`config.mk`:
```
export PLATFORM = sky130hd
export DESIGN_NAME = rom_rq
export DESIGN_NICKNAME = d
export VERILOG_FILES = /design/src/hw/slot_pkg.sv /design/src/hw/sdram_pkg.sv /design/src/hw/rom_rq.sv
export VERILOG_INCLUDE_DIRS = /design/src /design/src/hw
export SDC_FILE = /design/constraint.sdc
export NUM_CORES = 1
export LEC_CHECK = 0
export BUFFER_PORTS_ARGS = -buffer_cell sky130_fd_sc_hd__buf_2
export CORE_MARGIN = 2
export CORE_UTILIZATION = 49
export CTS_BUF_LIST = sky130_fd_sc_hd__clkbuf_2
export DETAILED_ROUTE_END_ITERATION = 12
export PLACE_DENSITY = 0.8
export SETUP_SLACK_MARGIN = 0.05
export SLEW_MARGIN = 5
export SYNTH_ARGS = -nofsm -noshare
export SYNTH_HDL_FRONTEND = slang
export SYNTH_SLANG_ARGS = --single-unit
export TNS_END_PERCENT = 1
```
`constraint.sdc`:
```
create_clock -name clk -period 3.92 [get_ports clk]
set_input_delay 0.588 -clock clk [delete_from_list [all_inputs] [get_ports clk]]
set_output_delay 0.588 -clock clk [all_outputs]
set_load 0.02 [all_outputs]
```
`src/hw/sdram_settings.svh`:
```
`ifndef SDRAM_SETTINGS_SVH
`define SDRAM_SETTINGS_SVH

// memory model size, log2 of the depth in 32-bit words
`define MEM_AW 10

// cycles from cmd_valid to done, must be 1 or more
`define MEM_LAT 4

// ram slot: byte wide by default
`define RAM_DW 8
`define RAM_AW 10

// rom slot serves half words out of 32-bit memory words
`define ROM_DW 16
`define ROM_AW 11   // half-word address

`endif
```
`src/hw/slot_pkg.sv`:
```
`include "sdram_settings.svh"

// client side of the subsystem: what the cpu / video logic sees
package slot_pkg;

    // base of a slot's region in the memory, in words
    // set once by the system, not during an access
    typedef logic [21:0] slot_offset_t;

    // ram slot data, zero extended to a full word on writes
    typedef logic [`RAM_DW-1:0] ram_data_t;

    // rom slot data, one half of a memory word
    typedef logic [`ROM_DW-1:0] rom_data_t;

endpackage

```
`src/hw/sdram_pkg.sv`:
```
`include "sdram_settings.svh"

// memory side of the subsystem: channel between arbiter and sdram model
package sdram_pkg;

    // word address as a slot puts it on the channel, 4M words max
    typedef logic [21:0] sdram_addr_t;

    // one memory word, slots use its low part on writes
    typedef logic [31:0] sdram_word_t;

    // who owns the channel right now
    typedef logic slot_id_t;

    localparam slot_id_t SLOT_RAM = 1'b0;
    localparam slot_id_t SLOT_ROM = 1'b1;   // lower priority

    // arbiter fsm
    typedef enum logic {
        IDLE,   // waiting for any req
        BUSY    // one command in flight, waiting for done
    } arb_state_t;

endpackage

```
`src/hw/rom_rq.sv`:
```
`timescale 1ns/1ps
`include "sdram_settings.svh"

// read-only client slot
// keeps the last fetched word, both of its halves are served from it
module rom_rq (
    input  logic                   clk,
    input  logic                   rst,
    input  logic [`ROM_AW-1:0]     addr,       // half-word address
    input  slot_pkg::slot_offset_t offset,
    input  logic                   addr_ok,
    input  logic                   ack,
    input  logic                   din_ok,
    input  sdram_pkg::sdram_word_t din,
    output logic                   req,
    output sdram_pkg::sdram_addr_t sdram_addr,
    output logic                   data_ok,
    output slot_pkg::rom_data_t    dout
);
    import sdram_pkg::*;
    import slot_pkg::*;

    logic        last_ok;
    logic        ok_rise;
    logic        ok_fall;
    sdram_addr_t word_addr;     // addr / 2 + offset
    logic        hit;
    logic        fetching;      // request sent, din_ok not yet back
    logic        cache_valid;
    sdram_addr_t cache_addr;
    sdram_word_t cache_word;
    logic        hi_q;          // half chosen at the start of the access

    function automatic rom_data_t pick_half(input sdram_word_t w, input logic hi);
        pick_half = hi ? w[31:16] : w[15:0];
    endfunction

    assign ok_rise   = addr_ok && !last_ok;
    assign ok_fall   = !addr_ok && last_ok;
    assign word_addr = sdram_addr_t'(addr[`ROM_AW-1:1]) + sdram_addr_t'(offset);
    assign hit       = cache_valid && (cache_addr == word_addr);

    always_ff @(posedge clk or posedge rst) begin
        if (rst) begin
            last_ok     <= 1'b0;
            req         <= 1'b0;
            data_ok     <= 1'b0;
            fetching    <= 1'b0;
            cache_valid <= 1'b0;
        end else begin
            last_ok <= addr_ok;
            if (ok_fall) data_ok <= 1'b0;
            if (ok_rise) begin
                data_ok <= hit;         // cache hit answers right away
                req     <= !hit;
                fetching <= !hit;
            end
            if (ack) req <= 1'b0;
            if (din_ok) begin
                req         <= 1'b0;
                fetching    <= 1'b0;
                data_ok     <= 1'b1;
                cache_valid <= 1'b1;
            end
        end
    end

    // addresses and data, no reset needed
    always_ff @(posedge clk) begin
        if (ok_rise) begin
            hi_q <= addr[0];
            if (hit) dout <= pick_half(cache_word, addr[0]);
            else sdram_addr <= word_addr;
        end
        if (din_ok) begin
            cache_word <= din;
            cache_addr <= sdram_addr;   // tag is the word just fetched
            dout       <= pick_half(din, hi_q);
        end
    end

    // a completion must belong to a fetch of this slot
    a_din_ok_fetch: assert property (@(posedge clk) disable iff (rst)
        din_ok |-> fetching)
        else $error("rom_rq: din_ok without an outstanding fetch");

endmodule

```
## Word level (Yosys, flattened, before mapping)

Cells that the tools add are included.

| word-level totals | value |
|---|---|
| register bits after elaboration | 97 |

| operators by class | value |
|---|---|
| bitwise gates (word level) | 1 |
| reduce and logical (&&, ||, !) cells | 12 |
| add/sub/neg operators | 1 |
| multiplexer cells | 11 |
| equal/unequal tests | 1 |

Operators with widths:

| operator | count |
|---|---|
| 16-bit 2-to-1 mux | 5 |
| 10-bit by 22-bit adder with 22-bit output | 1 |
| 22-bit == test | 1 |
| 1-bit 2-to-1 mux | 6 |
| 3-bit nonzero test | 2 |
| 2-bit AND reduction | 2 |
| 2-bit nonzero test | 2 |
| 1-bit logical AND | 3 |
| 1-bit logical NOT | 3 |
| 1-bit NOT | 1 |

## Logic depth before layout (Yosys ltp)

| depth | value |
|---|---|
| depth after elaboration | 7 |
| gate-level depth with buffers | 11 |
| gate-level depth less buffers | 11 |

## Worst setup path after synthesis

OpenSTA, ideal clock, no wires.

| timing path | value |
|---|---|
| kind | input to register |
| start point | input offset[0] |
| end point | register dout[0] (enable) |
| arrival time | 3.721 ns |
| path buffers | 0 |
| setup slack | -0.174 ns |
| cell stages on the path | 11 |
| library setup time | 0.373 ns |
| data required time | 3.547 ns |
| cell sequence | ha_1 > fa_1 > a21o_1 > a221oi_4 > o21ai_2 > nand3_1 > mux2_2 > a2111oi_0 > nand4b_1 > nor4_2 > or2_1 |

| on the way | value |
|---|---|
| word-level cells in the longest chain between the ends | 5 |

Ends and longest elaborated chain:

| item | RTL line | RTL |
|---|---|---|
| start, declared | rom_rq.sv:10 | `input slot_pkg::slot_offset_t offset,` |
| 10-bit by 22-bit adder with 22-bit output | rom_rq.sv:40 | `` assign word_addr = sdram_addr_t'(addr[`ROM_AW-1:1]) + sdram_addr_t'(offset); `` |
| 22-bit == test | rom_rq.sv:41 | `assign hit = cache_valid && (cache_addr == word_addr);` |
| 1-bit logical AND | rom_rq.sv:41 |  |
| 2-bit nonzero test (no source line) | - |  |
| 2-bit AND reduction (no source line) | - |  |
| end signal, assigned | rom_rq.sv:72 | `if (hit) dout <= pick_half(cache_word, addr[0]);` |
| end signal, assigned | rom_rq.sv:78 | `dout <= pick_half(din, hi_q);` |
| end, declared | rom_rq.sv:18 | `output slot_pkg::rom_data_t dout` |

Every way passes these cells.
A chain may end at the register's enable or synchronous reset.

## Worst setup path after layout

| timing path | value |
|---|---|
| start point | input offset[0] |
| end point | register dout[10] (enable) |

| on the way | value |
|---|---|
| word-level cells in the longest chain between the ends | 5 |

Ends and longest elaborated chain:

| item | RTL line | RTL |
|---|---|---|
| 10-bit by 22-bit adder with 22-bit output | rom_rq.sv:40 |  |
| via word_addr[1] | rom_rq.sv:26 | `sdram_addr_t word_addr;` |
| 22-bit == test | rom_rq.sv:41 |  |
| 1-bit logical AND | rom_rq.sv:41 |  |
| 2-bit nonzero test (no source line) | - |  |
| 2-bit AND reduction (no source line) | - |  |

The timed path passes the listed nets, and every way through them passes these cells.

==> flow_results.org <==
** Outcome
- The run finished with clean final reports.

** Layout
- N_diodes :: 0
- Number of nets in the final layout :: 602
- Finished layout cell area :: ~6000 µm²
- Most frequent standard cell in the layout excluding fill and tap cells :: sky130_fd_sc_hd__buf_2
- In the final layout, the share of cells above drive strength 1 is 0.3365.
- From synthesis to final layout, the design area changed by 20.08%.
- Highest-count cells in the layout ignoring fill and taps :: sky130_fd_sc_hd__buf_2 (108), sky130_fd_sc_hd__edfxtp_1 (93), sky130_fd_sc_hd__buf_4 (33)

** Critical path
- Required @ worst endpoint :: between 4 and 5 ns
- CP endpoint kind :: flop
- In this run the worst path has a maximum fanout of 16.
- Crit path DAT :: ~3.9 ns
- Setup crit start kind :: input port
- Critical path class :: in -> reg
- Measured in cells, the most critical reg-to-reg path has a length of 9.

** Route
- ANT nets after route :: 0
- Number of search-and-repair iterations in the first detailed-routing pass :: 4
- Wires add up to 11.10 mm.
- The routed layout has about 3.6k vias.
- After detailed routing, the number of vias per cell comes to between 5 and 6.
- DRC violation total after the first TritonRoute iteration :: approximately 300
- After detailed routing, the average wire length per cell comes to approximately 17 µm.
- Number of remaining DRC errors :: 0

** Synth
- The synthesized design contains between 90 and 100 register bits.
- Post-Syn Nets :: between 400 and 500
- Average cell area after synthesis :: 12.86 µm²
- EDFF count, synth :: between 90 and 100
- Synthesis produced about 400 cells.
- Post-synthesis instance area :: between 5000 and 6000 µm²
- Yosys printed 0 warnings.
- Seq/Total Area, Yosys :: 0.5768
- Share of async-settable or async-resettable flops after synthesis :: 0.04124
- Unique cell type count in the Yosys netlist :: a little over 60
- Flip-flop cell with the highest count after synthesis :: sky130_fd_sc_hd__edfxtp_1

** Timing
- RSZ-0062 raised after global routing :: no
- Setup violations remaining at the end of the flow were counted as 0.
- Clock tree skew after final layout :: about 0.042 ns
- The worst path needs ~3.7 ns of the cycle, external delays included.
- Measured against its own limit, the worst slew margin works out to 0.2945.
- The total count of max-transition violations in the final report was 0.
- For the pin with the worst max-slew slack, the measured transition is around 1.1 ns.
- Top achievable clock speed :: around 0.27 GHz
- Hold timing on the final database bottoms out at a slack of 0.1739 ns.
- Final hold violation count :: 0
- In the finished design, the share of the clock period the worst path needs comes to 0.9337.

** Power and ir drop
- The analysis attributes to cell leakage a power of 2.388 nW.
- Power spread over the standard cell area amounts to 374.2 nW/µm².
- IR analysis of the VDD net gives a maximum drop of 0.0002210 V.

** Placed design
- Summing all placed instances gives a cell area of about 5900 µm².
- Number of buffers added on ports :: between 100 and 150
- Dpl hpwl :: 8.099 mm
- Routability-driven placement finished with a final weighted congestion of a little over 0.9.

** GRT
- Gr ovfl total :: 0
- Vias in the first global route :: 3576
- Pin count of the biggest net entering global routing :: between 90 and 100
- The first global-routing pass estimated roughly 18 mm of wire.
- Initial antenna violation count :: 0
- Total GRT Usage :: 0.2036

** Clocking
- CTS tree :: done
- At the later pin of the worst-skew pair, clock insertion delay measures between 0.5 and 0.6 ns.
- Post-CTS repair timing setup buffer count :: 0
- Clock tree synthesis found a total of 97 sinks.
- In this run, CTS created clock tree buffers numbering 9.
- Clock transition at the registers of the reported paths :: between 0.2 and 0.3 ns
- Root cell of the clock tree :: sky130_fd_sc_hd__clkbuf_2
- The H-tree was split into 3 levels.
- The clock passes through at most 2 buffers.

** Floorplan
- Standard-cell row count :: 36
- For this configuration, the core starts out at a cell density of 0.5084.
- Height of the die :: around 110 µm
- The core region is ~9900 µm².
- The floorplan step set the die width to between 100 and 150 µm.
- The die covers 11060 µm².
- During I/O placement, the number of pins put on the boundary was 110.

** Job
- Across the run, the number of max-cap violations was 0.

** Worst hold path
- Hold crit path type :: in -> reg
- Number of cells on the worst hold path :: 2
==> kinds of logic (layout without fill, tap and decap cells) <==
group           Yosys count  count (layout)  synth area share
simple gates            101             101            0.1183
fa+ha+maj                11              11           0.02894
mux                      18              18           0.03717
flops                    97              97            0.5768
buf+inv                  29             165           0.02570
xor+xnor                 40              40           0.07535
compound gates           94              94            0.1377
==> final cells by class <==
class,count,area [µm²]
clock buffer,11,55.05
clock inverter,5,85.08
fill,794,3842
inverter,7,26.28
multi-input combinational,264,1998
sequential,97,2893
tap,133,166.4
timing repair buffer,142,798.3
==> what timing repair did <==
action	4_1_cts	5_1_grt
hold endpoints to repair	4	0
resized for setup	0	0
hold buffers	1	0
==> sequential cells by signal (all words and copies together), names as in the netlist <==
signal       flops
sdram_addr      22
last_ok          1
hi_q             1
dout            16
cache_word      32
req              1
cache_addr      22
cache_valid      1
data_ok          1
==> cells in the mapped netlist (8+ instances only) <==
cell	n	share of area
sky130_fd_sc_hd__nand3_1	12	0.012
sky130_fd_sc_hd__ha_1	10	0.025
sky130_fd_sc_hd__o21ai_0	8	0.0080
sky130_fd_sc_hd__edfxtp_1	93	0.56
sky130_fd_sc_hd__clkbuf_1	14	0.010
sky130_fd_sc_hd__mux2i_1	16	0.032
sky130_fd_sc_hd__nand2_1	13	0.0097
sky130_fd_sc_hd__xnor2_1	25	0.044
sky130_fd_sc_hd__nand4_1	10	0.012
sky130_fd_sc_hd__a21oi_1	30	0.030
sky130_fd_sc_hd__xor2_1	13	0.023
sky130_fd_sc_hd__nor2_1	9	0.0067
sky130_fd_sc_hd__a211oi_1	19	0.028
sky130_fd_sc_hd__nor2b_1	23	0.029
==> path summary, 6_finish.rpt <==
path	from	endpoint	slack, ns
max in group asynchronous	rst	data_ok	3.28
hold / removal	ack	req	0.17
hold reg to reg	sdram_addr[11]	cache_addr[11]	0.47
min in group asynchronous	rst	req	0.47
setup / recovery	offset[0]	dout[10]	0.26
setup reg to reg	cache_addr[11]	dout[10]	0.56
==> through the flow <==
step	worst slack, ns	instances	util	setup TNS [ns]	total power, mW
detailed placement	-0.2737	642	0.5953	-8.849	1.718
CTS	0.3494	659	0.6105	0	2.269
floorplan	-0.1122	390	-	-2.469	1.546
finish	0.2600	659	0.6105	0	2.253
global route	0.08477	659	0.6105	0	2.353
global placement	-0.2446	642	0.5953	-7.761	1.706
==> worst max-delay path, cell delays in order <==
cell	delay (ns)
sky130_fd_sc_hd__buf_2	0.10
sky130_fd_sc_hd__ha_1	0.21
sky130_fd_sc_hd__fa_1	0.47
sky130_fd_sc_hd__xor2_1	0.18
sky130_fd_sc_hd__a2111oi_0	0.50
sky130_fd_sc_hd__o311ai_0	0.23
sky130_fd_sc_hd__nand4b_1	0.24
sky130_fd_sc_hd__a2111oi_0	0.37
sky130_fd_sc_hd__buf_4	0.18
sky130_fd_sc_hd__nand4b_1	0.15
sky130_fd_sc_hd__nor4_2	0.36
sky130_fd_sc_hd__or2_4	0.32
==> power by group <==
part	switching [mW]	internal (mW)	leakage, nW
registers	0.0323	1.22	0.944
logic	0.250	0.192	1.36
clock network	0.333	0.221	0.0832
total	0.616	1.64	2.39
==> per-layer routing <==
metal,vias up,wire (µm),global-route usage
li1,1763,-,-
met1,1727,4983,0.2749
met2,143,5345,0.3321
met3,14,634,0.04741
met4,0,136,0.05238
met5,-,0,0
Power figures use the tool's default switching activity.
