==> config.mk <==
export PLATFORM = sky130hd
export DESIGN_NAME = ram_rq
export DESIGN_NICKNAME = d
export VERILOG_FILES = /design/src/hw/slot_pkg.sv /design/src/hw/sdram_pkg.sv /design/src/hw/ram_rq.sv
export VERILOG_INCLUDE_DIRS = /design/src /design/src/hw
export SDC_FILE = /design/constraint.sdc
export NUM_CORES = 1
export LEC_CHECK = 0
export BUFFER_PORTS_ARGS = -buffer_cell sky130_fd_sc_hd__buf_2
export CAP_MARGIN = 20
export CORE_UTILIZATION = 38
export DETAILED_ROUTE_END_ITERATION = 10
export PLACE_DENSITY = 0.77
export SLEW_MARGIN = 20
export SYNTH_ARGS = -nofsm -noshare
export SYNTH_HDL_FRONTEND = slang
export SYNTH_SLANG_ARGS = --single-unit
==> constraint.sdc <==
create_clock -name clk -period 2.4 [get_ports clk]
set_input_delay 0.48 -clock clk [delete_from_list [all_inputs] [get_ports clk]]
set_output_delay 0.48 -clock clk [all_outputs]
set_load 0.02 [all_outputs]
==> src/hw/sdram_settings.svh <==
`ifndef SDRAM_SETTINGS_SVH
`define SDRAM_SETTINGS_SVH

// memory model size, log2 of the depth in 32-bit words
`define MEM_AW 10

// cycles from cmd_valid to done, must be 1 or more
`define MEM_LAT 4

// ram slot: byte wide by default
`define RAM_DW 8
`define RAM_AW 10

// rom slot serves half words out of 32-bit memory words
`define ROM_DW 16
`define ROM_AW 11   // half-word address

`endif
==> src/hw/slot_pkg.sv <==
`include "sdram_settings.svh"

// client side of the subsystem: what the cpu / video logic sees
package slot_pkg;

    // base of a slot's region in the memory, in words
    // set once by the system, not during an access
    typedef logic [21:0] slot_offset_t;

    // ram slot data, zero extended to a full word on writes
    typedef logic [`RAM_DW-1:0] ram_data_t;

    // rom slot data, one half of a memory word
    typedef logic [`ROM_DW-1:0] rom_data_t;

endpackage

==> src/hw/sdram_pkg.sv <==
`include "sdram_settings.svh"

// memory side of the subsystem: channel between arbiter and sdram model
package sdram_pkg;

    // word address as a slot puts it on the channel, 4M words max
    typedef logic [21:0] sdram_addr_t;

    // one memory word, slots use its low part on writes
    typedef logic [31:0] sdram_word_t;

    // who owns the channel right now
    typedef logic slot_id_t;

    localparam slot_id_t SLOT_RAM = 1'b0;
    localparam slot_id_t SLOT_ROM = 1'b1;   // lower priority

    // arbiter fsm
    typedef enum logic {
        IDLE,   // waiting for any req
        BUSY    // one command in flight, waiting for done
    } arb_state_t;

endpackage

==> src/hw/ram_rq.sv <==
`timescale 1ns/1ps
`include "sdram_settings.svh"

// read/write client slot
// every rising edge of addr_ok gives exactly one memory request
module ram_rq (
    input  logic                   clk,
    input  logic                   rst,
    input  logic [`RAM_AW-1:0]     addr,
    input  slot_pkg::slot_offset_t offset,
    input  logic                   addr_ok,    // client strobe, toggles per access
    input  logic                   wrin,       // 1 = write
    input  slot_pkg::ram_data_t    wrdata,
    input  logic                   ack,        // arbiter took the request
    input  logic                   din_ok,     // access finished
    input  sdram_pkg::sdram_word_t din,
    output logic                   req,
    output logic                   req_rnw,
    output sdram_pkg::sdram_addr_t sdram_addr,
    output sdram_pkg::sdram_word_t wdata,
    output logic                   data_ok,
    output slot_pkg::ram_data_t    dout
);
    import sdram_pkg::*;

    logic        last_ok;     // addr_ok one cycle ago
    logic        ok_rise;
    logic        ok_fall;
    sdram_addr_t addr_ext;    // client address widened to the channel

    assign ok_rise  = addr_ok && !last_ok;
    assign ok_fall  = !addr_ok && last_ok;
    assign addr_ext = sdram_addr_t'(addr);

    // handshake state
    always_ff @(posedge clk or posedge rst) begin
        if (rst) begin
            last_ok <= 1'b0;
            req     <= 1'b0;
            data_ok <= 1'b0;
        end else begin
            last_ok <= addr_ok;
            if (ok_fall) data_ok <= 1'b0;   // client let go
            if (ok_rise) begin
                req     <= 1'b1;
                data_ok <= 1'b0;
            end
            if (ack) req <= 1'b0;           // granted, stop asking
            if (din_ok) begin
                req     <= 1'b0;
                data_ok <= 1'b1;
            end
        end
    end

    // request payload, held for the whole access
    always_ff @(posedge clk) begin
        if (ok_rise) begin
            req_rnw    <= ~wrin;
            sdram_addr <= addr_ext + sdram_addr_t'(offset);
            wdata      <= sdram_word_t'(wrdata);    // zero extended
        end
        if (din_ok) dout <= din[`RAM_DW-1:0];       // low part of the word
    end

    // the arbiter only answers a live request
    a_ack_needs_req: assert property (@(posedge clk) disable iff (rst)
        ack |-> req)
        else $error("ram_rq: ack while req is low");

endmodule

### Yosys cells after proc, flatten, opt, wreduce, memory -nomap -nowiden

Index checks and enable logic that the tools add are counted.

| word-level totals | value |
|---|---|
| register bits | 42 |
| input bits | 78 |
| output and inout port bits | 65 |
| word-level logic and storage cells | 21 |

| operators by class | value |
|---|---|
| add/sub/neg operators | 1 |
| multiplexer cells | 6 |
| bitwise logic cells | 1 |
| reductions and logical operators | 6 |

Operators with widths:

| operator | number |
|---|---|
| adder 10 x 22 -> 22 bit | 1 |
| 2-to-1 mux 1 bit | 6 |
| nonzero test 3 bit | 2 |
| logical AND 1 bit | 2 |
| logical NOT 1 bit | 2 |
| inverter 1 bit | 1 |

### Depth between registers and ports, before layout

Gate-level depths: netlist of the first run.

| logic depth | value |
|---|---|
| depth in word-level cells | 5 |
| depth in mapped cells | 9 |
| gate-level depth less buffers | 9 |

### Least setup slack after synthesis of the first run

No wires, ideal clock.

| timing | value |
|---|---|
| kind | input -> register |
| start point | input offset[0] |
| end point | register sdram_addr[18] (data pin) |
| library setup time | 0.258 ns |
| arrival | 2.090 ns |
| required time | 2.142 ns |
| setup slack | 0.052 ns |
| cell stages on the path | 9 |
| buffers on the path | 0 |
| path through | ha_1 -> inv_1 -> fa_1 -> and2b_1 -> o2111ai_1 -> a31o_2 -> a21boi_4 -> nand4_1 -> xnor2_1 |

| between the ends | value |
|---|---|
| longest elaborated chain between the ends | 1 |

Ends and longest elaborated chain:

| what | line | RTL |
|---|---|---|
| from (decl) | ram_rq.sv:10 | `input slot_pkg::slot_offset_t offset,` |
| adder 10 x 22 -> 22 bit | ram_rq.sv:60 | `sdram_addr <= addr_ext + sdram_addr_t'(offset);` |
| to (signal assigned) | ram_rq.sv:60 |  |
| to (decl) | ram_rq.sv:19 | `output sdram_pkg::sdram_addr_t sdram_addr,` |

No other way between the ends.
A chain may end at the register's enable or synchronous reset.

### Worst setup path after layout of the first run

| timing | value |
|---|---|
| start point | input offset[0] |
| end point | register sdram_addr[10] (data pin) |

Same word-level chain as after synthesis.

==> results of run 1 <==
[worst max-delay path, stage by stage]
cell and delay, ns:
buf_2 0.08, ha_2 0.16, inv_1 0.05, fa_1 0.36, and2b_1 0.23, o2111ai_2 0.13, a31o_2 0.29, a21boi_4 0.23
buf_4 0.15, buf_4 0.09, xor2_1 0.05
[metrics by stage]
step	hold WS (ns)	TNS (ns)
global placement	0.346	-0.794
finish	0.0478	0
detailed placement	0.351	-0.775
global route	0.0342	0
floorplan	0.234	0
CTS	0.0387	0
[cell families after synthesis]
group,Yosys count,synth area share
AO/OA/AOI/OAI,24,0.0791
buffers and inverters,30,0.0956
other,1,0.00177
AND/OR/NAND/NOR,35,0.0885
flip-flops,42,0.588
XOR/XNOR,19,0.0785
adder cells (fa/ha/maj),11,0.0685
[power by group]
part | internal (mW) | switching (mW)
clock | 0.232 | 0.212
combinational | 0.142 | 0.211
sequential | 0.859 | 0.0110
total | 1.23 | 0.434
[cell type report]
class                   instances  share of cell area
multi-input cells             113               0.281
well taps                      70              0.0318
repair buffers                101               0.194
clock inverters                 1             0.00182
inverters                       6             0.00817
flip-flops and latches         42               0.452
clock buffers                   7              0.0313
[layer usage]
metal | GRT usage | up-vias | routed length (microns) | part of all wire
met3 | 0.0429 | 6 | 300 | 0.079
li1 | - | 750 | - | -
met5 | 0 | - | 0 | 0
met2 | 0.218 | 94 | 1770 | 0.47
met4 | 0.0750 | 0 | 71 | 0.019
met1 | 0.165 | 645 | 1650 | 0.44
[placed cells by master (no fill, tap or decap), drive strengths merged]
cell	instances
nand2	8
nand4b	1
and2b	1
a31oi	1
o211a	1
buf	101
nand3	3
fa	1
a22oi	1
dfrtp	3
a21o	3
edfxtp	39
nor2	5
o2111ai	1
clkbuf	7
xor2	5
conb	24
and3	6
nand4	3
a21oi	7
o31ai	1
nor2b	4
o21a	2
inv	6
or2	2
a31o	1
o21ai	4
and4	1
nor3	1
a21boi	2
xnor2	14
ha	10
clkinv	1
[worst paths after layout]
kind | startpoint | endpoint | slack (ns)
max in group asynchronous | rst | req$_DFFE_PP0P_ | 2.22
max reg2reg | last_ok$_DFF_PP0_ | wdata[7]$_DFFE_PP_ | 1.06
min in group clk | addr_ok | last_ok$_DFF_PP0_ | 0.34
max | offset[0] | sdram_addr[10]$_DFFE_PP_ | 0.14
min reg2reg | data_ok$_DFFE_PP0P_ | data_ok$_DFFE_PP0P_ | 0.49
min | rst | data_ok$_DFFE_PP0P_ | 0.05
[registers in the layout, indices dropped and copies added (netlist names)]
register / flops
req_rnw: 1
wdata: 8
data_ok: 1
sdram_addr: 22
last_ok: 1
req: 1
dout: 8
[timing repair]
item | CTS | global route
endpoints found under the setup margin | 0 | 2
buffers inserted | 0 | 1
gates resized for setup | 0 | 2
==> impl_results.md, run 1 <==
* CTS root buf: clkbuf_8
* Placed cells at 331
* Area Overhead vs Synth at 30.0%
* Mapped Area at 2120 sq um
* Area of the core at 5240 sq um
* Finish-stage setup viols at 0
* Die area at 5880 sq um
* Worst Path Arrival at 2.30 ns
* CP max FO at 6
* Fill count at 454
* Most numerous cell in the Yosys netlist: edfxtp_1
* GRT overflow at 0
* # H-tree levels at 2
* Pwr dens at 604 nW/um^2
* Initial antenna violation count at 0
* Detailed Route Iter0 Violations at 35
* Port Buffers at 94
* Sequential share of the synthesized area at 0.588
* Largest net degree at the start of global routing at 18
* Netlist cell types at 33
* CTS tree: done
* DP Area at 2650 sq um
* Area leader, netlist: edfxtp_1
* Final period util at 0.943
* Drt via density at 4.40
* Drt first pass iters at 4
* Final Critical Period at 2.26 ns
* Final design area excluding fillers at 2760 sq um
* Die X at 76.7 microns
* R2R depth at 2
* IO Count at 143
* Placed wire-length estimate at 3.12 mm
* Hold Crit Class: in -> async
* Fin util at 0.526
* Static leakage at 1.26 nW
* Area contributors post-synth: edfxtp_1 (55%), buf_4 (8.5%), ha_1 (5.9%)
* Reg clk slew, reported paths at 0.07 ns
* Critical Path End Type: register
* Clock Path Buffers at 2
* Share of post-route cells with drive strength above 1 at 0.430
* CP Class: in -> reg
* Total power draw at 1.67 mW
* Routability congestion estimate at 0.783
* Post-route ant nets at 0
* Fin. Hold Viols at 0
* Initial Utilization at 0.405
* # diodes at 0
* Die height at 76.7 microns
* Layout Skew at 0.00426 ns
* Avg Inst Size Synth at 13.1 sq um
* Outcome: complete, no violations
* Clock Latency Late Sink at 0.28 ns
* # nets final at 358
* Yosys top cell area share at 0.553
* Synth async-reset ratio at 0.0714
* Vias post-DR at 1495
* Slew Limit Fails at 0
* Total wire length at 3.79 mm
* Top cells by count, synth: edfxtp_1 (39), buf_4 (24), xnor2_1 (14), ha_1 (10), nand2_1 (8)
* FP Rows at 26
* Multi-input logic area at 773 sq um
* First-pass GRT wire length at 6.18 mm
* Crit path required time at 2.44 ns
* Post-synth EDFFs at 39
* Main synth FF type: edfxtp_1
* Hold buffer count at cts at 0
* Setup Slack @ Placement at -0.166 ns
* Yosys reg bits at 42
* Worst IR Drop VDD at 241 uV
* # DRC at 0
* Total CTS buffers at 5
* Avg WL per Cell at 11.1 microns
* Final WS setup at 0.138 ns
* Reg area at 1250 sq um
* Tot GR Track Use at 0.137
* RSZ-0062 raised after global routing: false
* Ys Warns at 0
* Vias in the first global route at 1382
* Final Non-Filler Cells at 340
* Clock sink count at 42
* Synthesized netlist cell count at 162
* Total of max-cap violations at 0
* Startpoint types: input port
* Max Fclk at 0.442 GHz
(Power assumes the default switching activity.)
==> run 2: changes to the inputs <==
--- a/config.mk
+++ b/config.mk
@@ -8,9 +8,9 @@
 export LEC_CHECK = 0
 export BUFFER_PORTS_ARGS = -buffer_cell sky130_fd_sc_hd__buf_2
 export CAP_MARGIN = 20
-export CORE_UTILIZATION = 38
+export CORE_UTILIZATION = 42
 export DETAILED_ROUTE_END_ITERATION = 10
-export PLACE_DENSITY = 0.77
+export PLACE_DENSITY = 0.81
 export SLEW_MARGIN = 20
 export SYNTH_ARGS = -nofsm -noshare
 export SYNTH_HDL_FRONTEND = slang
==> constraint.sdc (replaced) <==
create_clock -name clk -period 2.45 [get_ports clk]
set_input_delay 0.49 -clock clk [delete_from_list [all_inputs] [get_ports clk]]
set_output_delay 0.49 -clock clk [all_outputs]
set_load 0.02 [all_outputs]
==> run 2 against run 1 <==
Design area decreased by 1.3%. Non-clock buffer count unchanged. Wire length increased by 1.8%. Worst setup slack got worse by 0.0077 ns. Global-route usage increased by 1.0 points. Critical path depth decreased by 1. First-iteration DRC count increased by 34%. Register-to-register slack improved by 0.30 ns. Combinational power decreased by 3%. Critical endpoint is now sdram_addr[18]$_DFFE_PP_.
==> impl_results.md, run 2 (same netlist as run 1, synthesis figures left out) <==
* Drt via density at 4.52
* Met2 usage at 0.248
* Hold buffer count at cts at 0
* Area of the core at 4790 sq um
* Die X at 73.0 microns
* Setup Slack @ Placement at -0.190 ns
* Flop-to-flop setup slack at 1.36 ns
* Avg WL per Cell at 11.5 microns
* Placed wire-length estimate at 3.10 mm
* RSZ-0062 raised after global routing: false
* Reg2Reg Launch Point: last_ok$_DFF_PP0_
* Routability congestion estimate at 0.744
* Critical Path End Type: register
* CTS tree: done
* FP Rows at 25
* PostCTS Resize Cnt at 0
* Met1 GRT Util at 0.175
* Worst IR Drop VDD at 252 uV
* Layout Skew at 0.00350 ns
* Worst setup path startpoint: offset[0]
* CP max FO at 6
* Most Crowded Layer GR: met2
* Worst Path Arrival at 2.36 ns
* Startpoint types: input port
* Final period util at 0.947
* Fill count at 425
* Clock sink count at 42
* Total power draw at 1.61 mW
* Number of setup buffers added after CTS at 0
* Clock Latency Late Sink at 0.29 ns
* Slew Limit Fails at 0
* GRT overflow at 0
* Hold Crit Class: in -> async
* Clock Path Buffers at 2
* Slowest-stage cell, CP: fa_1
* Vias post-DR at 1522
* Largest registers in the final layout: sdram_addr (22), dout (8), wdata (8)
* Reg clk slew, reported paths at 0.08 ns
* Detailed Route Iter0 Violations at 47
* Fin util at 0.568
* Buf+Inv Stages, Crit Path at 2
* Outcome: complete, no violations
* Worst r2r dst: wdata[1]$_DFFE_PP_
* Final WS setup at 0.130 ns
* Final Non-Filler Cells at 337
* Initial antenna violation count at 0
* First-pass GRT wire length at 5.87 mm
* Port Buffers at 94
* # DRC at 0
* Most flop-heavy register: sdram_addr
* Fin. Hold Viols at 0
* Tot GR Track Use at 0.147
* Most common cell after layout, fill and taps aside: buf_2
* Area Overhead vs Synth at 28.3%
* Vias in the first global route at 1331
* Crit path max-delay family: compound AO/OA/AOI/OAI gates
* Pwr dens at 592 nW/um^2
* Final Critical Period at 2.32 ns
* # H-tree levels at 2
* Die height at 73.0 microns
* R2R depth at 2
* Share of post-route cells with drive strength above 1 at 0.422
* Max incr delay on CP at 0.39 ns
* # diodes at 0
* Met3 Resource Use GR at 0.0359
* Worst-path cell chain: buf_2 > ha_1 > inv_1 > fa_1 > and2b_1 > o2111ai_1 > a31o_2 > a21boi_4 > nand4_1 > xnor2_1
* Placed cells at 328
* Finish-stage setup viols at 0
* Most frequent cells in the layout: buf_2 (94), edfxtp_1 (39), conb_1 (24)
* Largest net degree at the start of global routing at 18
* Crit path required time at 2.49 ns
* Max FFs per register at 22
* Total CTS buffers at 5
* IO Count at 143
* Post-route ant nets at 0
* Max Fclk at 0.431 GHz
* Drt first pass iters at 4
* # nets final at 358
* Initial Utilization at 0.443
* CTS root buf: clkbuf_8
* Final setup TNS at 0 ns
* Total of max-cap violations at 0
* Die area at 5330 sq um
* Static leakage at 1.25 nW
* CP Class: in -> reg
* Total wire length at 3.86 mm
==> run 2: worst register-to-register path, cell delays in order (launching register included) <==
cell	delay, ns
dfrtp_1	0.41
nor2b_2	0.13
buf_4	0.25
==> run 2: report_power, final <==
| group | internal (mW) | switching [mW] |
|---|---|---|
| Clock | 0.195 | 0.220 |
| Sequential | 0.841 | 0.0100 |
| Combinational | 0.135 | 0.208 |
==> run 2: worst max-delay path by stage <==
stage | end | depth (start not counted)
after floorplan | sdram_addr[18]$_DFFE_PP_ | 9
after global placement | sdram_addr[18]$_DFFE_PP_ | 10
after detailed placement | sdram_addr[18]$_DFFE_PP_ | 10
after CTS | sdram_addr[18]$_DFFE_PP_ | 10
after global routing | sdram_addr[18]$_DFFE_PP_ | 10
final | sdram_addr[18]$_DFFE_PP_ | 10
==> run 2: area by class of cell <==
| class | count | area (sq um) | share of cell area |
|---|---|---|---|
| tap | 67 | 83.8 | 0.0308 |
| multi-input combinational | 113 | 759 | 0.279 |
| inverter | 6 | 22.5 | 0.00828 |
| clock buffer | 5 | 68.8 | 0.0253 |
| sequential | 42 | 1250 | 0.458 |
| timing repair buffer | 101 | 523 | 0.192 |
| clock inverter | 3 | 16.3 | 0.00598 |
==> run 2: routing by layer <==
layer  wire length [microns]  vias up
met3                     297        8
met5                       0        -
met4                      59        0
met1                    1590      676
li1                        -      752
met2                    1910       86
==> run 2: stage by stage <==
step	hold WS (ns)	area, sq um
2_1_floorplan	0.244	2210
3_3_place_gp	0.359	2630
3_5_place_dp	0.363	2630
4_1_cts	0.0482	2710
5_1_grt	0.0519	2720
6_report	0.0581	2720
==> run 3: changes to the inputs <==
==> constraint.sdc (replaced) <==
create_clock -name clk -period 2.5 [get_ports clk]
set_input_delay 0.5 -clock clk [delete_from_list [all_inputs] [get_ports clk]]
set_output_delay 0.5 -clock clk [all_outputs]
set_load 0.02 [all_outputs]
==> run 3 against run 2 <==
Clock power is 5.1% higher. Sequential share of layout area rose by 0.25 points. Register-to-register slack better by 0.05 ns. Design area fell by 0.55%. First-iteration DRC count rose by 8.5%. Via count shrank 1.9%. Worst setup slack lost 0.013 ns. Non-clock buffer count decreased by 3. Wire length shrank 0.70%. Critical path type unchanged. Largest power group unchanged.
==> impl_results.md, run 3 (same netlist as run 1, synthesis figures left out) <==
* Slowest-stage cell, CP: fa_1
* Max incr delay on CP at 0.39 ns
* Tot GR Track Use at 0.145
* Detailed Route Iter0 Violations at 51
* Placed cells at 326
* Crit path required time at 2.55 ns
* # DRC at 0
* Clock Latency Late Sink at 0.29 ns
* Multi-input logic area at 759 sq um
* Max FFs per register at 22
* Critical Path End Type: register
* Most common cell after layout, fill and taps aside: buf_2
* Port Buffers at 94
* Area Overhead vs Synth at 27.6%
* Worst r2r dst: sdram_addr[10]$_DFFE_PP_
* Final Non-Filler Cells at 334
* Largest registers in the final layout: sdram_addr (22), dout (8), wdata (8)
* Number of setup buffers added after CTS at 0
* Drt first pass iters at 4
* # diodes at 0
* Outcome: complete, no violations
* RSZ-0062 raised after global routing: false
* DP Area at 2610 sq um
* Worst Path Arrival at 2.43 ns
* Most flop-heavy register: sdram_addr
* Hold Crit Class: in -> async
* Max Fclk at 0.420 GHz
* Die height at 73.0 microns
* Initial Utilization at 0.443
* Largest net degree at the start of global routing at 18
* Startpoint types: input port
* CTS root buf: clkbuf_8
* R2R depth at 2
* Crit path max-delay family: compound AO/OA/AOI/OAI gates
* GRT overflow at 0
* Final setup TNS at 0 ns
* Clock Path Buffers at 2
* CTS tree: done
* Total power draw at 1.60 mW
* Placed wire-length estimate at 3.06 mm
* Pwr dens at 592 nW/um^2
* Hold buffer count at cts at 0
* Reg clk slew, reported paths at 0.09 ns
* Die area at 5330 sq um
* IO Count at 143
* Clock sink count at 42
* Flop-to-flop setup slack at 1.41 ns
* # H-tree levels at 2
* Post-Route Hold Slack at 0.0595 ns
* Layout Skew at 0.00647 ns
* Worst IR Drop VDD at 215 uV
* Vias in the first global route at 1292
* Total of max-cap violations at 0
* Post-route ant nets at 0
* Reg2Reg Launch Point: last_ok$_DFF_PP0_
* Fin. Hold Viols at 0
* CP Class: in -> reg
* Share of post-route cells with drive strength above 1 at 0.419
* CP max FO at 6
* Avg WL per Cell at 11.5 microns
* Reg area at 1250 sq um
* Slew Limit Fails at 0
* Initial antenna violation count at 0
* Fill count at 424
* Crit path depth at 10
* First-pass GRT wire length at 5.74 mm
* Die X at 73.0 microns
* FP Rows at 25
* Routability congestion estimate at 0.747
* # nets final at 355
* Drt via density at 4.47
* Area of the core at 4790 sq um
* PostCTS Resize Cnt at 0
* Buf+Inv Stages, Crit Path at 2
* Worst-path cell chain: buf_2 > ha_1 > inv_1 > fa_1 > and2b_1 > o2111ai_1 > a31o_2 > a21boi_4 > nand4_1 > xnor2_1
* Total wire length at 3.83 mm
* Final period util at 0.953
* Final design area excluding fillers at 2710 sq um
* Finish-stage setup viols at 0
* Most frequent cells in the layout: buf_2 (94), edfxtp_1 (39), conb_1 (24)
* Final Critical Period at 2.38 ns
* Total CTS buffers at 5
* Static leakage at 1.24 nW
* Vias post-DR at 1493
## run 3: cell count changes in the layout (fill, tap and decap cells not counted), sizes merged
cell,previous run,this run
buf,101,98
clkinv,2,0
clkinvlp,1,2
inv,6,7
## run 3: how the worst max path moves through the flow
| stage | from | to | slack [ns] |
|---|---|---|---|
| 2_1_floorplan | offset[0] | sdram_addr[18]$_DFFE_PP_ | 0.13 |
| 3_3_place_gp | offset[0] | sdram_addr[18]$_DFFE_PP_ | -0.12 |
| 3_5_place_dp | offset[0] | sdram_addr[18]$_DFFE_PP_ | -0.17 |
| 4_1_cts | offset[0] | sdram_addr[18]$_DFFE_PP_ | 0.14 |
| 5_1_grt | addr[0] | sdram_addr[18]$_DFFE_PP_ | 0.03 |
| 6_report | offset[0] | sdram_addr[18]$_DFFE_PP_ | 0.12 |
## run 3: stage by stage
step / setup slack [ns] / util
2_1_floorplan: 0.132 / -
3_3_place_gp: -0.123 / 0.546
3_5_place_dp: -0.171 / 0.546
4_1_cts: 0.142 / 0.565
5_1_grt: 0.0336 / 0.565
6_report: 0.117 / 0.565
## run 3: where the power goes
part	internal [mW]	switching, mW
logic	0.128	0.203
registers	0.824	0.00959
clock network	0.199	0.236
total	1.15	0.449
## run 3: area by class of cell
type	instances	area share
clock buffer	5	0.0254
clock inverter	3	0.00879
inverter	6	0.00833
multi-input combinational	113	0.281
sequential	42	0.461
tap	67	0.0310
timing repair buffer	98	0.185
## run 3: routing by layer
layer | vias to the layer above | part of all wire | global-route usage
li1 | 744 | - | -
met1 | 666 | 0.41 | 0.168
met2 | 77 | 0.50 | 0.245
met3 | 6 | 0.080 | 0.0345
met4 | 0 | 0.014 | 0.0806
met5 | - | 0 | 0
