<file path="config.mk">
export PLATFORM = sky130hd
export DESIGN_NAME = sdram_arbiter
export DESIGN_NICKNAME = d
export VERILOG_FILES = /design/src/hw/sdram_pkg.sv /design/src/hw/sdram_arbiter.sv
export VERILOG_INCLUDE_DIRS = /design/src /design/src/hw
export SDC_FILE = /design/constraint.sdc
export NUM_CORES = 1
export LEC_CHECK = 0
export BUFFER_PORTS_ARGS = -buffer_cell sky130_fd_sc_hd__clkbuf_2
export CAP_MARGIN = 20
export CORE_ASPECT_RATIO = 0.7
export CORE_MARGIN = 8
export CORE_UTILIZATION = 35
export CTS_CLUSTER_DIAMETER = 60
export CTS_CLUSTER_SIZE = 16
export DETAILED_ROUTE_END_ITERATION = 10
export HOLD_SLACK_MARGIN = 0.03
export PLACE_DENSITY_LB_ADDON = 0.15
export SLEW_MARGIN = 20
export SYNTH_ARGS = -nofsm -noshare
export SYNTH_HDL_FRONTEND = slang
export SYNTH_SLANG_ARGS = --single-unit
export TNS_END_PERCENT = 100
</file>
<file path="constraint.sdc">
create_clock -name clk -period 3.5 [get_ports clk]
set_input_delay 0.7 -clock clk [delete_from_list [all_inputs] [get_ports clk]]
set_output_delay 0.7 -clock clk [all_outputs]
set_load 0.01 [all_outputs]
</file>
<file path="src/hw/sdram_settings.svh">
`ifndef SDRAM_SETTINGS_SVH
`define SDRAM_SETTINGS_SVH

// memory model size, log2 of the depth in 32-bit words
`define MEM_AW 10

// cycles from cmd_valid to done, must be 1 or more
`define MEM_LAT 4

// ram slot: byte wide by default
`define RAM_DW 8
`define RAM_AW 10

// rom slot serves half words out of 32-bit memory words
`define ROM_DW 16
`define ROM_AW 11   // half-word address

`endif
</file>
<file path="src/hw/sdram_pkg.sv">
`include "sdram_settings.svh"

// memory side of the subsystem: channel between arbiter and sdram model
package sdram_pkg;

    // word address as a slot puts it on the channel, 4M words max
    typedef logic [21:0] sdram_addr_t;

    // one memory word, slots use its low part on writes
    typedef logic [31:0] sdram_word_t;

    // who owns the channel right now
    typedef logic slot_id_t;

    localparam slot_id_t SLOT_RAM = 1'b0;
    localparam slot_id_t SLOT_ROM = 1'b1;   // lower priority

    // arbiter fsm
    typedef enum logic {
        IDLE,   // waiting for any req
        BUSY    // one command in flight, waiting for done
    } arb_state_t;

endpackage

</file>
<file path="src/hw/sdram_arbiter.sv">
`timescale 1ns/1ps
`include "sdram_settings.svh"

// fixed priority arbiter, ram slot wins over rom slot
// one command in the memory at a time
module sdram_arbiter (
    input  logic                   clk,
    input  logic                   rst,
    input  logic                   ram_req,
    input  logic                   ram_rnw,
    input  sdram_pkg::sdram_addr_t ram_addr,
    input  sdram_pkg::sdram_word_t ram_wdata,
    input  logic                   rom_req,
    input  sdram_pkg::sdram_addr_t rom_addr,
    input  logic                   done,       // memory finished
    input  sdram_pkg::sdram_word_t mem_rdata,
    output logic                   ram_ack,
    output logic                   ram_din_ok,
    output logic                   rom_ack,
    output logic                   rom_din_ok,
    output sdram_pkg::sdram_word_t rdata,
    output logic                   cmd_valid,
    output logic                   cmd_we,
    output sdram_pkg::sdram_addr_t cmd_addr,
    output sdram_pkg::sdram_word_t cmd_wdata
);
    import sdram_pkg::*;

    arb_state_t state;
    slot_id_t   owner;      // slot of the command in flight
    logic       grant_ram;
    logic       grant_rom;
    logic       fin;        // done of our own command

    assign grant_ram = (state == IDLE) && ram_req;
    assign grant_rom = (state == IDLE) && !ram_req && rom_req;   // ram first
    assign fin       = done && (state == BUSY);

    // completion goes back only to the owner
    assign ram_din_ok = fin && (owner == SLOT_RAM);
    assign rom_din_ok = fin && (owner == SLOT_ROM);
    assign rdata      = mem_rdata;  // both slots see it, din_ok qualifies

    always_ff @(posedge clk or posedge rst) begin
        if (rst) begin
            state     <= IDLE;
            owner     <= SLOT_RAM;
            ram_ack   <= 1'b0;
            rom_ack   <= 1'b0;
            cmd_valid <= 1'b0;
        end else begin
            ram_ack   <= grant_ram;     // single cycle pulses
            rom_ack   <= grant_rom;
            cmd_valid <= grant_ram || grant_rom;
            case (state)
                IDLE: begin
                    if (grant_ram || grant_rom) begin
                        state <= BUSY;
                        owner <= grant_ram ? SLOT_RAM : SLOT_ROM;
                    end
                end
                BUSY: begin
                    if (done) state <= IDLE;
                end
                default: state <= IDLE;
            endcase
        end
    end

    // command payload, sampled from the winner
    always_ff @(posedge clk) begin
        if (grant_ram) begin
            cmd_we    <= ~ram_rnw;
            cmd_addr  <= ram_addr;
            cmd_wdata <= ram_wdata;
        end else if (grant_rom) begin
            cmd_we    <= 1'b0;      // rom never writes
            cmd_addr  <= rom_addr;
            cmd_wdata <= '0;
        end
    end

    a_one_ack: assert property (@(posedge clk) disable iff (rst)
        !(ram_ack && rom_ack))
        else $error("sdram_arbiter: both slots acked");

    // memory must not finish anything we did not send
    a_done_busy: assert property (@(posedge clk) disable iff (rst)
        done |-> (state == BUSY))
        else $error("sdram_arbiter: done outside BUSY");

endmodule

</file>
# Word level (Yosys, flattened, before mapping)
# Cells that the tools add are included.
# word_totals
ff_bits	60
in_bits	114
out_inout_bits	92
word_cells	31
# classes
n_mux	10
n_bitwise	3
n_reduce_logical	10
# ops
cell	n
32-bit 2-to-1 mux	2
22-bit 2-to-1 mux	2
1-bit logical AND	6
1-bit 2-to-1 mux	5
1-bit NOT	3
1-bit one-hot mux with 2 select lines	1
2-bit AND reduction	1
2-bit nonzero test	1
1-bit logical NOT	1
1-bit logical OR	1

# Logic depth before layout (Yosys ltp)
# Gate-level depths: netlist (run 1).
# logic_depth
ltp_word	6
ltp_mapped	4
ltp_nobuf	2

# Worst setup path before layout (run 1)
# No wires, ideal clock.
# synth_path
kind	input to register
start	input ram_req
end	register cmd_addr[0] (enable)
t_arrival_ps	3086
t_required_ps	3029
setup_slack_ps	-56
cell_stages	2
n_path_buf	0
cell_sequence	nor2_1 nor2_1
# synth_via
elab_chain_cells	4
elab_cells_between_ends	5
classes_between	5 x reduce/logical
# synth_lines
element	line	source
from (decl)	sdram_arbiter.sv:9	input logic ram_req,
1-bit logical NOT	sdram_arbiter.sv:36	assign grant_rom = (state == IDLE) && !ram_req && rom_req;
1-bit logical AND (2 in a row)	sdram_arbiter.sv:36	
2-bit nonzero test (no source line) (*)	--	
to (signal assigned)	sdram_arbiter.sv:74	cmd_addr <= ram_addr;
to (signal assigned)	sdram_arbiter.sv:78	cmd_addr <= rom_addr;
to (decl)	sdram_arbiter.sv:24	output sdram_pkg::sdram_addr_t cmd_addr,
# Mark *: on every way between the ends. The rest lies on a longest branch, timed or not.
# A chain may end at the register's enable or synchronous reset.

# Worst setup path after layout (run 1)
# layout_path
start	input ram_req
end	register cmd_addr[4], data pin
# layout_via
elab_chain_cells	2
# layout_lines
element	line	source
1-bit logical AND	sdram_arbiter.sv:35	assign grant_ram = (state == IDLE) && ram_req;
22-bit 2-to-1 mux	sdram_arbiter.sv:72	if (grant_ram) begin
# No other way between the ends.

==> results of run 1 <==
==> layout make-up <==
| class | count | area, um2 | share of cell area (%) |
|---|---|---|---|
| timing repair buffer | 144 | 740.7 | 22.12 |
| clock inverter | 6 | 55.05 | 1.644 |
| tap | 98 | 122.6 | 3.662 |
| inverter | 2 | 7.507 | 0.2242 |
| multi-input combinational | 65 | 518.0 | 15.47 |
| sequential | 60 | 1777 | 53.06 |
| clock buffer | 10 | 127.6 | 3.812 |
==> power by group through the flow <==
stage	sequential, mW	combinational, mW	clock [mW]
2_1_floorplan	0.917	0.122	0
3_3_place_gp	0.889	0.230	0
3_5_place_dp	0.889	0.230	0
4_1_cts	0.874	0.230	0.600
5_1_grt	0.878	0.247	0.631
6_report	0.874	0.223	0.573
==> per-stage QoR <==
step                setup slack [ns]  instance area (um2)  hold WS (ns)  std cells  utilization (%)
CTS                            1.541                 3348        0.2246        385            46.15
floorplan                     0.9086                 2605        0.4785        165                -
detailed placement             1.174                 3166        0.5434        369            43.64
global placement               1.203                 3166        0.5455        369            43.64
finish                         1.564                 3348        0.2509        385            46.15
global route                   1.463                 3348        0.2405        385            46.15
==> per-layer routing <==
| layer | vias up | track usage [%] | wire length, um |
|---|---|---|---|
| met2 | 110 | 19.42 | 3080 |
| li1 | 773 | - | - |
| met5 | - | 0 | 0 |
| met3 | 15 | 10.37 | 1078 |
| met4 | 0 | 4.686 | 101 |
| met1 | 729 | 12.31 | 2382 |
==> placed cells by master, fill, tap and decap left out <==
cell        synthesis  layout
clkinvlp_4          0       1
mux2_2             22      22
a21oi_1             1       1
buf_4              32       2
nand2b_1            1       1
inv_1               2       2
clkbuf_8            0       9
nor2_4              0       1
nor2b_4             1       1
nand2_1             1       1
nor2b_1             1       1
nor2_1              5       4
clkinv_2            0       2
buf_12              0       1
clkbuf_2            0     141
and2_1             32      32
bufinv_16           0       1
clkinv_1            0       2
dfrtp_1             5       5
o31a_1              1       1
edfxtp_1           55      55
clkbuf_1            0       1
==> sequential cells by signal, summed over array words and instances, names as in the netlist <==
| signal | flops |
|---|---|
| rom_ack | 1 |
| cmd_wdata | 32 |
| cmd_addr | 22 |
| cmd_we | 1 |
| owner | 1 |
| ram_ack | 1 |
| state | 1 |
| cmd_valid | 1 |
==> kinds of logic (layout without fill, tap and decap cells) <==
family / after synthesis / after routing
buffers and inverters: 40 / 162
multiplexers: 22 / 22
AO/OA/AOI/OAI: 2 / 2
flip-flops: 60 / 60
AND/OR/NAND/NOR: 41 / 41
==> path summary, 6_finish.rpt <==
| kind | startpoint | endpoint | slack, ns | cells after the start |
|---|---|---|---|---|
| min | rst | rom_ack | 0.25 | 2 |
| max | ram_req | cmd_addr[4] | 1.56 | 4 |
| max reg2reg | state | cmd_addr[4] | 1.59 | 3 |
| max in group asynchronous | rst | cmd_valid | 3.07 | 2 |
| min reg2reg | owner | owner | 0.55 | 2 |
| min in group clk | owner | owner | 0.55 | 2 |
==> results.toml, run 1 <==
[clock_tree]
cts_setup_buffers = 0
numCtsBuffers = 9
cts_sinks = 60
clockBufferDepth = 2
cts-resized-gates = 0
clk_pin_slew_ns = 0.06
clock_latency_ns = 0.33
hold_buffers = 0
clockRootBuffer = "clkbuf_8"
htree_levels = 3
cts_tree = "built"

[pwr]
pwr-share-seq_pct = 52.3
p_total_mw = 1.670
intPower_mw = 1.284
share_comb_of_total_power_pct = 13.3
power.net_switching_uw = 385.8
clkPwrFrac_pct = 34.3
powerDensity_nw_per_um2 = 498.7
peakVddDrop_v = 0.0002244
leakagePower_nw = 1.503
p_sw_share_pct = 23.11

[timing]
hold_viol_final = 0
setup_viol = 0
maxSlewViolCount = 0
max_slew_margin_pct = 69.43
period_share_pct = 55.33
rsz0062_at_grt = "false"
max_freq_ghz = 0.5164
worstMarginPinSlew_ns = 0.4575
skew_ns = 0.005021
fin_tns_setup_ns = 0
layout_min_cycle_time_ns = 1.936

[synthesis]
seq_area_frac_synth_pct = 68.27
ys.flop_type = "edfxtp_1"
yosys.area.top_type_share_pct = 63.46
syn_nets = 279
postSynth.asyncResetShare_pct = 8.333
ys_ff_latch = 60
avgSynthCellArea_um2 = 15.77
synth_xor_area_share_pct = 0
yosysMostFrequentCell = "edfxtp_1"
syn_inst = 165
ys_top_cells_by_count = "55 x edfxtp_1, 32 x and2_1, 32 x buf_4"
yosys.area_share.adder_pct = 0
synth_compound_area_share_pct = 0.5288
synth_top_area_cell = "edfxtp_1"
synthTopCellsByArea = "edfxtp_1 63%, mux2_2 9.5%, buf_4 9.2%, and2_1 7.7%, dfrtp_1 4.8%"
synth-simple-area-share_pct = 9.567
syn-cell-area_um2 = 2602
synth.distinct_cells = 14
yosysWarningCount = 0
synth_top_family_by_area = "buffers and inverters"
synthMuxAreaShare_pct = 9.519
synth_edf_count = 55

[placement]
place.gp.congestion = 0.7091
place_hpwl_um = 5312
portBuffers = 141

[critical_path]
end_kind = "flip-flop"
critPathMaxFanout = 24
path_class = "primary input to flip-flop"
critPathTopFamily = "buffers and inverters"
critPathMaxStageDelay_ns = 0.43
cp_num_buf_inv = 2
critical_path.cell_chain = "clkbuf_2 -> nor2b_4 -> buf_4 -> mux2_2"
start_kind = "primary input"
crit_required_ns = 3.57
critPathArrivalTime_ns = 2.01
critPathSlowestCell = "nor2b_4"

[status]
outcome = "finished clean"

[global_routing]
grt_max_degree = 43
antenna_found_initial = 0
grt_pass1_vias = 1861
overflow = 0
grt_pass1_wl_um = 10030
gr-usage-all-layers_pct = 12.55

[floorplanning]
die-area_um2 = 10500
die_width_um = 119.1
die_h_um = 88.15
start_util_pct = 35.87
io_pins = 206
row_count = 26
core_area_um2 = 7254

[routing]
vias_per_cell = 4.226
ant_nets = 0
drc = 0
drt_iter0_drc = 81
drtPass1Iterations = 4
finalWirelength_um = 6642
avgRoutedWirePerCell_um = 17.25
vias = 1627

[worst_hold_path]
min_path_type = "primary input to async pin"

[flow_run]
drv_cap = 0

[final_layout]
area_delta_synth_final_pct = 28.65
antenna_cells = 0
layout.nets = 396
layout-drive-gt1-share_pct = 63.07
fillCellCount = 686
Power figures use the tool's default switching activity.
==> run 2: changes to the inputs <==
Settings changed: ABC_AREA set to 1, CORE_UTILIZATION 35 to 40.
Clock period 3.5 ns to 1.8 ns, I/O delays scaled along.
==> results.toml, run 2 <==
[pwr]
peakVddDrop_v = 0.0006323
pwr-share-seq_pct = 49.1
share_comb_of_total_power_pct = 24.0
intPower_mw = 2.911
clkPwrFrac_pct = 26.8
leakagePower_nw = 1.803
p_total_mw = 4.079
power.net_switching_mw = 1.168
powerDensity_nw_per_um2 = 1192
p_sw_share_pct = 28.64

[critical_path]
critical_path.cell_chain = "inv_2 -> nor3_1 -> clkbuf_2"
path_class = "flip-flop to output pin"
critPathSlowestCell = "dfrtp_1"
critPathMaxFanout = 4
crit_required_ns = 1.44
critPathTopFamily = "flip-flops"
critPathMaxStageDelay_ns = 0.42
end_kind = "output pin"
critPathArrivalTime_ns = 1.17
start_kind = "flip-flop"
cp_num_buf_inv = 2

[timing]
maxSlewViolCount = 0
hold_viol_final = 0
fin_ws_ns = 0.2677
max_slew_margin_pct = 77.43
max_freq_ghz = 0.6526
setup_viol = 0
skew_ns = 0.004178
fin_tns_setup_ns = 0
layout_min_cycle_time_ns = 1.532
period_share_pct = 85.13
worstMarginPinSlew_ns = 0.3385
rsz0062_at_grt = "false"

[status]
outcome = "finished clean"

[final_layout]
area_delta_synth_final_pct = 28.60
largest_reg_flops = 32
antenna_cells = 0
top_regs = "cmd_wdata (32), cmd_addr (22)"
layout.nets = 478
final_cells = 462
final_util_pct = 51.83
regMostFlops = "cmd_wdata"
layout-drive-gt1-share_pct = 43.75
final_common_cell = "clkbuf_2"
final_cell_mix = "141 x clkbuf_2, 68 x nand2_1, 55 x edfxtp_1, 36 x inv_1, 34 x nor2_1"

[routing]
drc = 0
vias = 1954
drtPass1Iterations = 4
avgRoutedWirePerCell_um = 13.92
vias_per_cell = 4.229
ant_nets = 0
drt_iter0_drc = 83
finalWirelength_um = 6431

[placement]
dp_cells = 446
pre_cts_ws_ns = 0.4806
place.gp.congestion = 0.7294
place_hpwl_um = 4904
portBuffers = 141

[synthesis]
avgSynthCellArea_um2 = 10.81
synthTopCellsByArea = "edfxtp_1 62%, buf_4 10%, nand2_1 9.7%, inv_1 5.1%, nor2_1 4.8%"
synth.distinct_cells = 13
syn_nets = 360
yosysWarningCount = 0
seq_area_frac_synth_pct = 66.79
ys_ff_latch = 60
syn_inst = 246
synth_top_area_cell = "edfxtp_1"
yosys.area.top_type_share_pct = 62.09
syn-cell-area_um2 = 2660
ys.flop_type = "edfxtp_1"
synth_edf_count = 55
postSynth.asyncResetShare_pct = 8.333
ys_top_cells_by_count = "69 x nand2_1, 55 x edfxtp_1, 36 x buf_4, 36 x inv_1, 34 x nor2_1"
yosysMostFrequentCell = "nand2_1"

[floorplanning]
start_util_pct = 40.30
io_pins = 206
row_count = 25
core_area_um2 = 6600
die_h_um = 84.23
die_width_um = 113.5
die-area_um2 = 9558

[clock_tree]
clock_latency_ns = 0.33
numCtsBuffers = 9
htree_levels = 3
clockRootBuffer = "clkbuf_8"
cts_setup_buffers = 0
hold_buffers = 1
cts_tree = "built"
clockBufferDepth = 2
cts-resized-gates = 0
cts_sinks = 60
clk_pin_slew_ns = 0.06

[global_routing]
gr-usage-all-layers_pct = 13.54
grt_pass1_wl_um = 10070
overflow = 0
grt_max_degree = 34
grt_pass1_vias = 2066
antenna_found_initial = 0

[flow_run]
drv_cap = 0

[worst_hold_path]
min_path_type = "primary input to flip-flop"
## run 2: path summary, 6_finish.rpt
check / from / endpoint / slack [ns] / depth (start not counted)
hold / removal: ram_req / rom_ack / 0.24 / 2
hold reg to reg: owner / owner / 0.55 / 2
setup reg to reg: state / cmd_wdata[5] / 0.48 / 4
setup / recovery: state / ram_din_ok / 0.27 / 3
min in group asynchronous: rst / ram_ack / 0.46 / 3
max in group asynchronous: rst / owner / 1.17 / 3
## run 2: kinds of logic after synthesis
family,after synthesis,synth area share (%)
buffers and inverters,77,17.07
AO/OA/AOI/OAI,1,0.1880
AND/OR/NAND/NOR,108,15.95
flip-flops,60,66.79
## run 2: final cells by class
cell class                 instances  area (um2)
sequential                        60        1777
clock inverter                     4       41.29
timing repair buffer             147       778.2
inverter                          37       138.9
clock buffer                      11       131.4
fill                             612        3179
tap                               94       117.6
multi-input combinational        109       436.7
## run 2: per-stage QoR
stage | cell area, um2 | hold WS (ns)
floorplan | 2668 | 0.1385
global placement | 3238 | 0.2526
detailed placement | 3238 | 0.2504
CTS | 3421 | 0.2159
global route | 3421 | 0.2303
finish | 3421 | 0.2371
## run 2: per-layer routing
layer | part of all wire [%] | GRT usage [%]
met5 | 0 | 0
met1 | 37 | 13.74
met3 | 15 | 9.599
met2 | 47 | 21.16
met4 | 1.4 | 5.422
## run 2: power by group through the flow
stage          clock (mW)  combinational [mW]  sequential, mW
5_1_grt              1.19                1.09            2.04
6_report             1.09               0.980            2.00
3_3_place_gp            0                1.00            2.03
2_1_floorplan           0               0.443            2.18
4_1_cts              1.13                1.01            2.01
3_5_place_dp            0                1.01            2.03
==> run 3: changes to the inputs <==
Settings changed: CORE_UTILIZATION 40 to 36.
Clock period 1.8 ns to 1.3 ns, I/O delays scaled along.
==> results.toml, run 3 (synthesis results as in run 2) <==
[pwr]
share_comb_of_total_power_pct = 29.6
intPower_mw = 4.124
p_total_mw = 5.895
peakVddDrop_v = 0.0005460
p_sw_share_pct = 30.05
power.net_switching_mw = 1.771
leakagePower_nw = 1.909
pwr-share-seq_pct = 47.3
clkPwrFrac_pct = 23.1
powerDensity_nw_per_um2 = 1615

[routing]
ant_nets = 0
drtPass1Iterations = 4
vias_per_cell = 4.185
drc = 0
vias = 2009
finalWirelength_um = 7217
avgRoutedWirePerCell_um = 15.04
drt_iter0_drc = 119

[timing]
skew_ns = 0.003619
fin_ws_ns = -0.06577
layout_min_cycle_time_ns = 1.366
maxSlewViolCount = 0
period_share_pct = 105.1
rsz0062_at_grt = "true"
setup_viol = 47
worstMarginPinSlew_ns = 0.2083
max_freq_ghz = 0.7322
hold_viol_final = 0
max_slew_margin_pct = 86.08

[critical_path]
critPathArrivalTime_ns = 1.11
critical_path.cell_chain = "inv_2 -> nor3_2 -> buf_2"
critPathMaxStageDelay_ns = 0.37
cp_num_buf_inv = 2
critPathMaxFanout = 4
critPathSlowestCell = "dfrtp_1"
critPathTopFamily = "flip-flops"
end_kind = "output pin"
start_kind = "flip-flop"
r2r_slack_ns = -0.03
path_class = "flip-flop to output pin"
crit_required_ns = 1.04

[global_routing]
gr-usage-all-layers_pct = 13.08
overflow = 0
antenna_found_initial = 0
grt_pass1_wl_um = 10560
grt_pass1_vias = 2091
grt_max_degree = 22

[floorplanning]
start_util_pct = 36.83
core_area_um2 = 7222
die_width_um = 118.7
row_count = 26
die-area_um2 = 10440
die_h_um = 87.92
io_pins = 206

[clock_tree]
htree_levels = 3
cts_sinks = 60
clockRootBuffer = "clkbuf_8"
numCtsBuffers = 9
clk_pin_slew_ns = 0.06
cts_tree = "built"
clock_latency_ns = 0.33
clockBufferDepth = 2

[final_layout]
top_regs = "cmd_wdata (32), cmd_addr (22)"
layout.nets = 491
final_cell_mix = "139 x clkbuf_2, 68 x nand2_1, 55 x edfxtp_1, 35 x inv_1, 34 x nor2_1"
area_delta_synth_final_pct = 37.25
antenna_cells = 0
final_common_cell = "clkbuf_2"
final_cells = 480
fillCellCount = 700
layout-drive-gt1-share_pct = 47.38
largest_reg_flops = 32
regMostFlops = "cmd_wdata"

[flow_run]
drv_cap = 0

[status]
violations = "negative setup slack"
outcome = "finished, violations left"

[placement]
place_hpwl_um = 5535
portBuffers = 141
place.gp.congestion = 0.7211
dp_cells = 455

[worst_hold_path]
min_path_type = "primary input to flip-flop"
[run 3: worst paths after layout]
| path | from | endpoint | cells past startpoint |
|---|---|---|---|
| worst max-delay path | state | rom_din_ok | 3 |
| worst min-delay path | ram_addr[16] | cmd_addr[16] | 3 |
| worst max register to register | state | cmd_wdata[0] | 5 |
| worst min register to register | owner | owner | 2 |
| max in group asynchronous | rst | rom_ack | 3 |
| min in group asynchronous | rst | ram_ack | 3 |
[run 3: tightest hold or removal path, delay by kind of cell]
family                 cells  cell delay [ns]
AND/OR/NAND/NOR            2             0.08
buffers and inverters      1             0.07
[run 3: area by class of cell]
type                            count  area, um2  area share (%)
Clock buffer                       10      127.6           3.496
Clock inverter                      6      31.28          0.8568
Timing Repair Buffer              160      984.7           26.97
Multi-Input combinational cell    109      469.2           12.85
Sequential cell                    60       1777           48.66
Tap cell                           98      122.6           3.358
Inverter                           37      138.9           3.804
[run 3: timing repair]
item / CTS / global route
hold buffers: 1 / 0
pin swaps: 1 / 3
buffers inserted: 1 / 3
endpoints found under the hold margin: 5 / 0
endpoints found under the setup margin: 2 / 57
gates cloned: 0 / 4
gates resized for setup: 4 / 7
[run 3: through the flow]
stage / hold WS (ns) / area (um2) / TNS (ns) / worst slack [ns] / utilization, %
after floorplan: 0.03852 / 2680 / -6.213 / -0.1130 / -
after global placement: 0.1497 / 3327 / 0 / 0.08677 / 46.07
after detailed placement: 0.1451 / 3327 / 0 / 0.06736 / 46.07
after CTS: 0.1374 / 3518 / -0.1590 / -0.07985 / 48.72
after global routing: 0.1822 / 3651 / -2.868 / -0.1407 / 50.55
final: 0.1940 / 3651 / -0.8040 / -0.06577 / 50.55
[run 3: power groups by stage]
stage	combinational [mW]	clock [mW]	sequential [mW]
2_1_floorplan	0.632	0	3.02
3_3_place_gp	1.51	0	2.82
3_5_place_dp	1.53	0	2.82
4_1_cts	1.57	1.41	2.79
5_1_grt	1.91	1.49	2.83
6_report	1.75	1.36	2.79
[run 3: routing by layer]
metal	part of all wire [%]	vias up	track usage, %
li1	-	989	-
met1	39	902	13.26
met2	49	98	22.29
met3	10	20	7.469
met4	1.5	0	5.029
met5	0	-	0
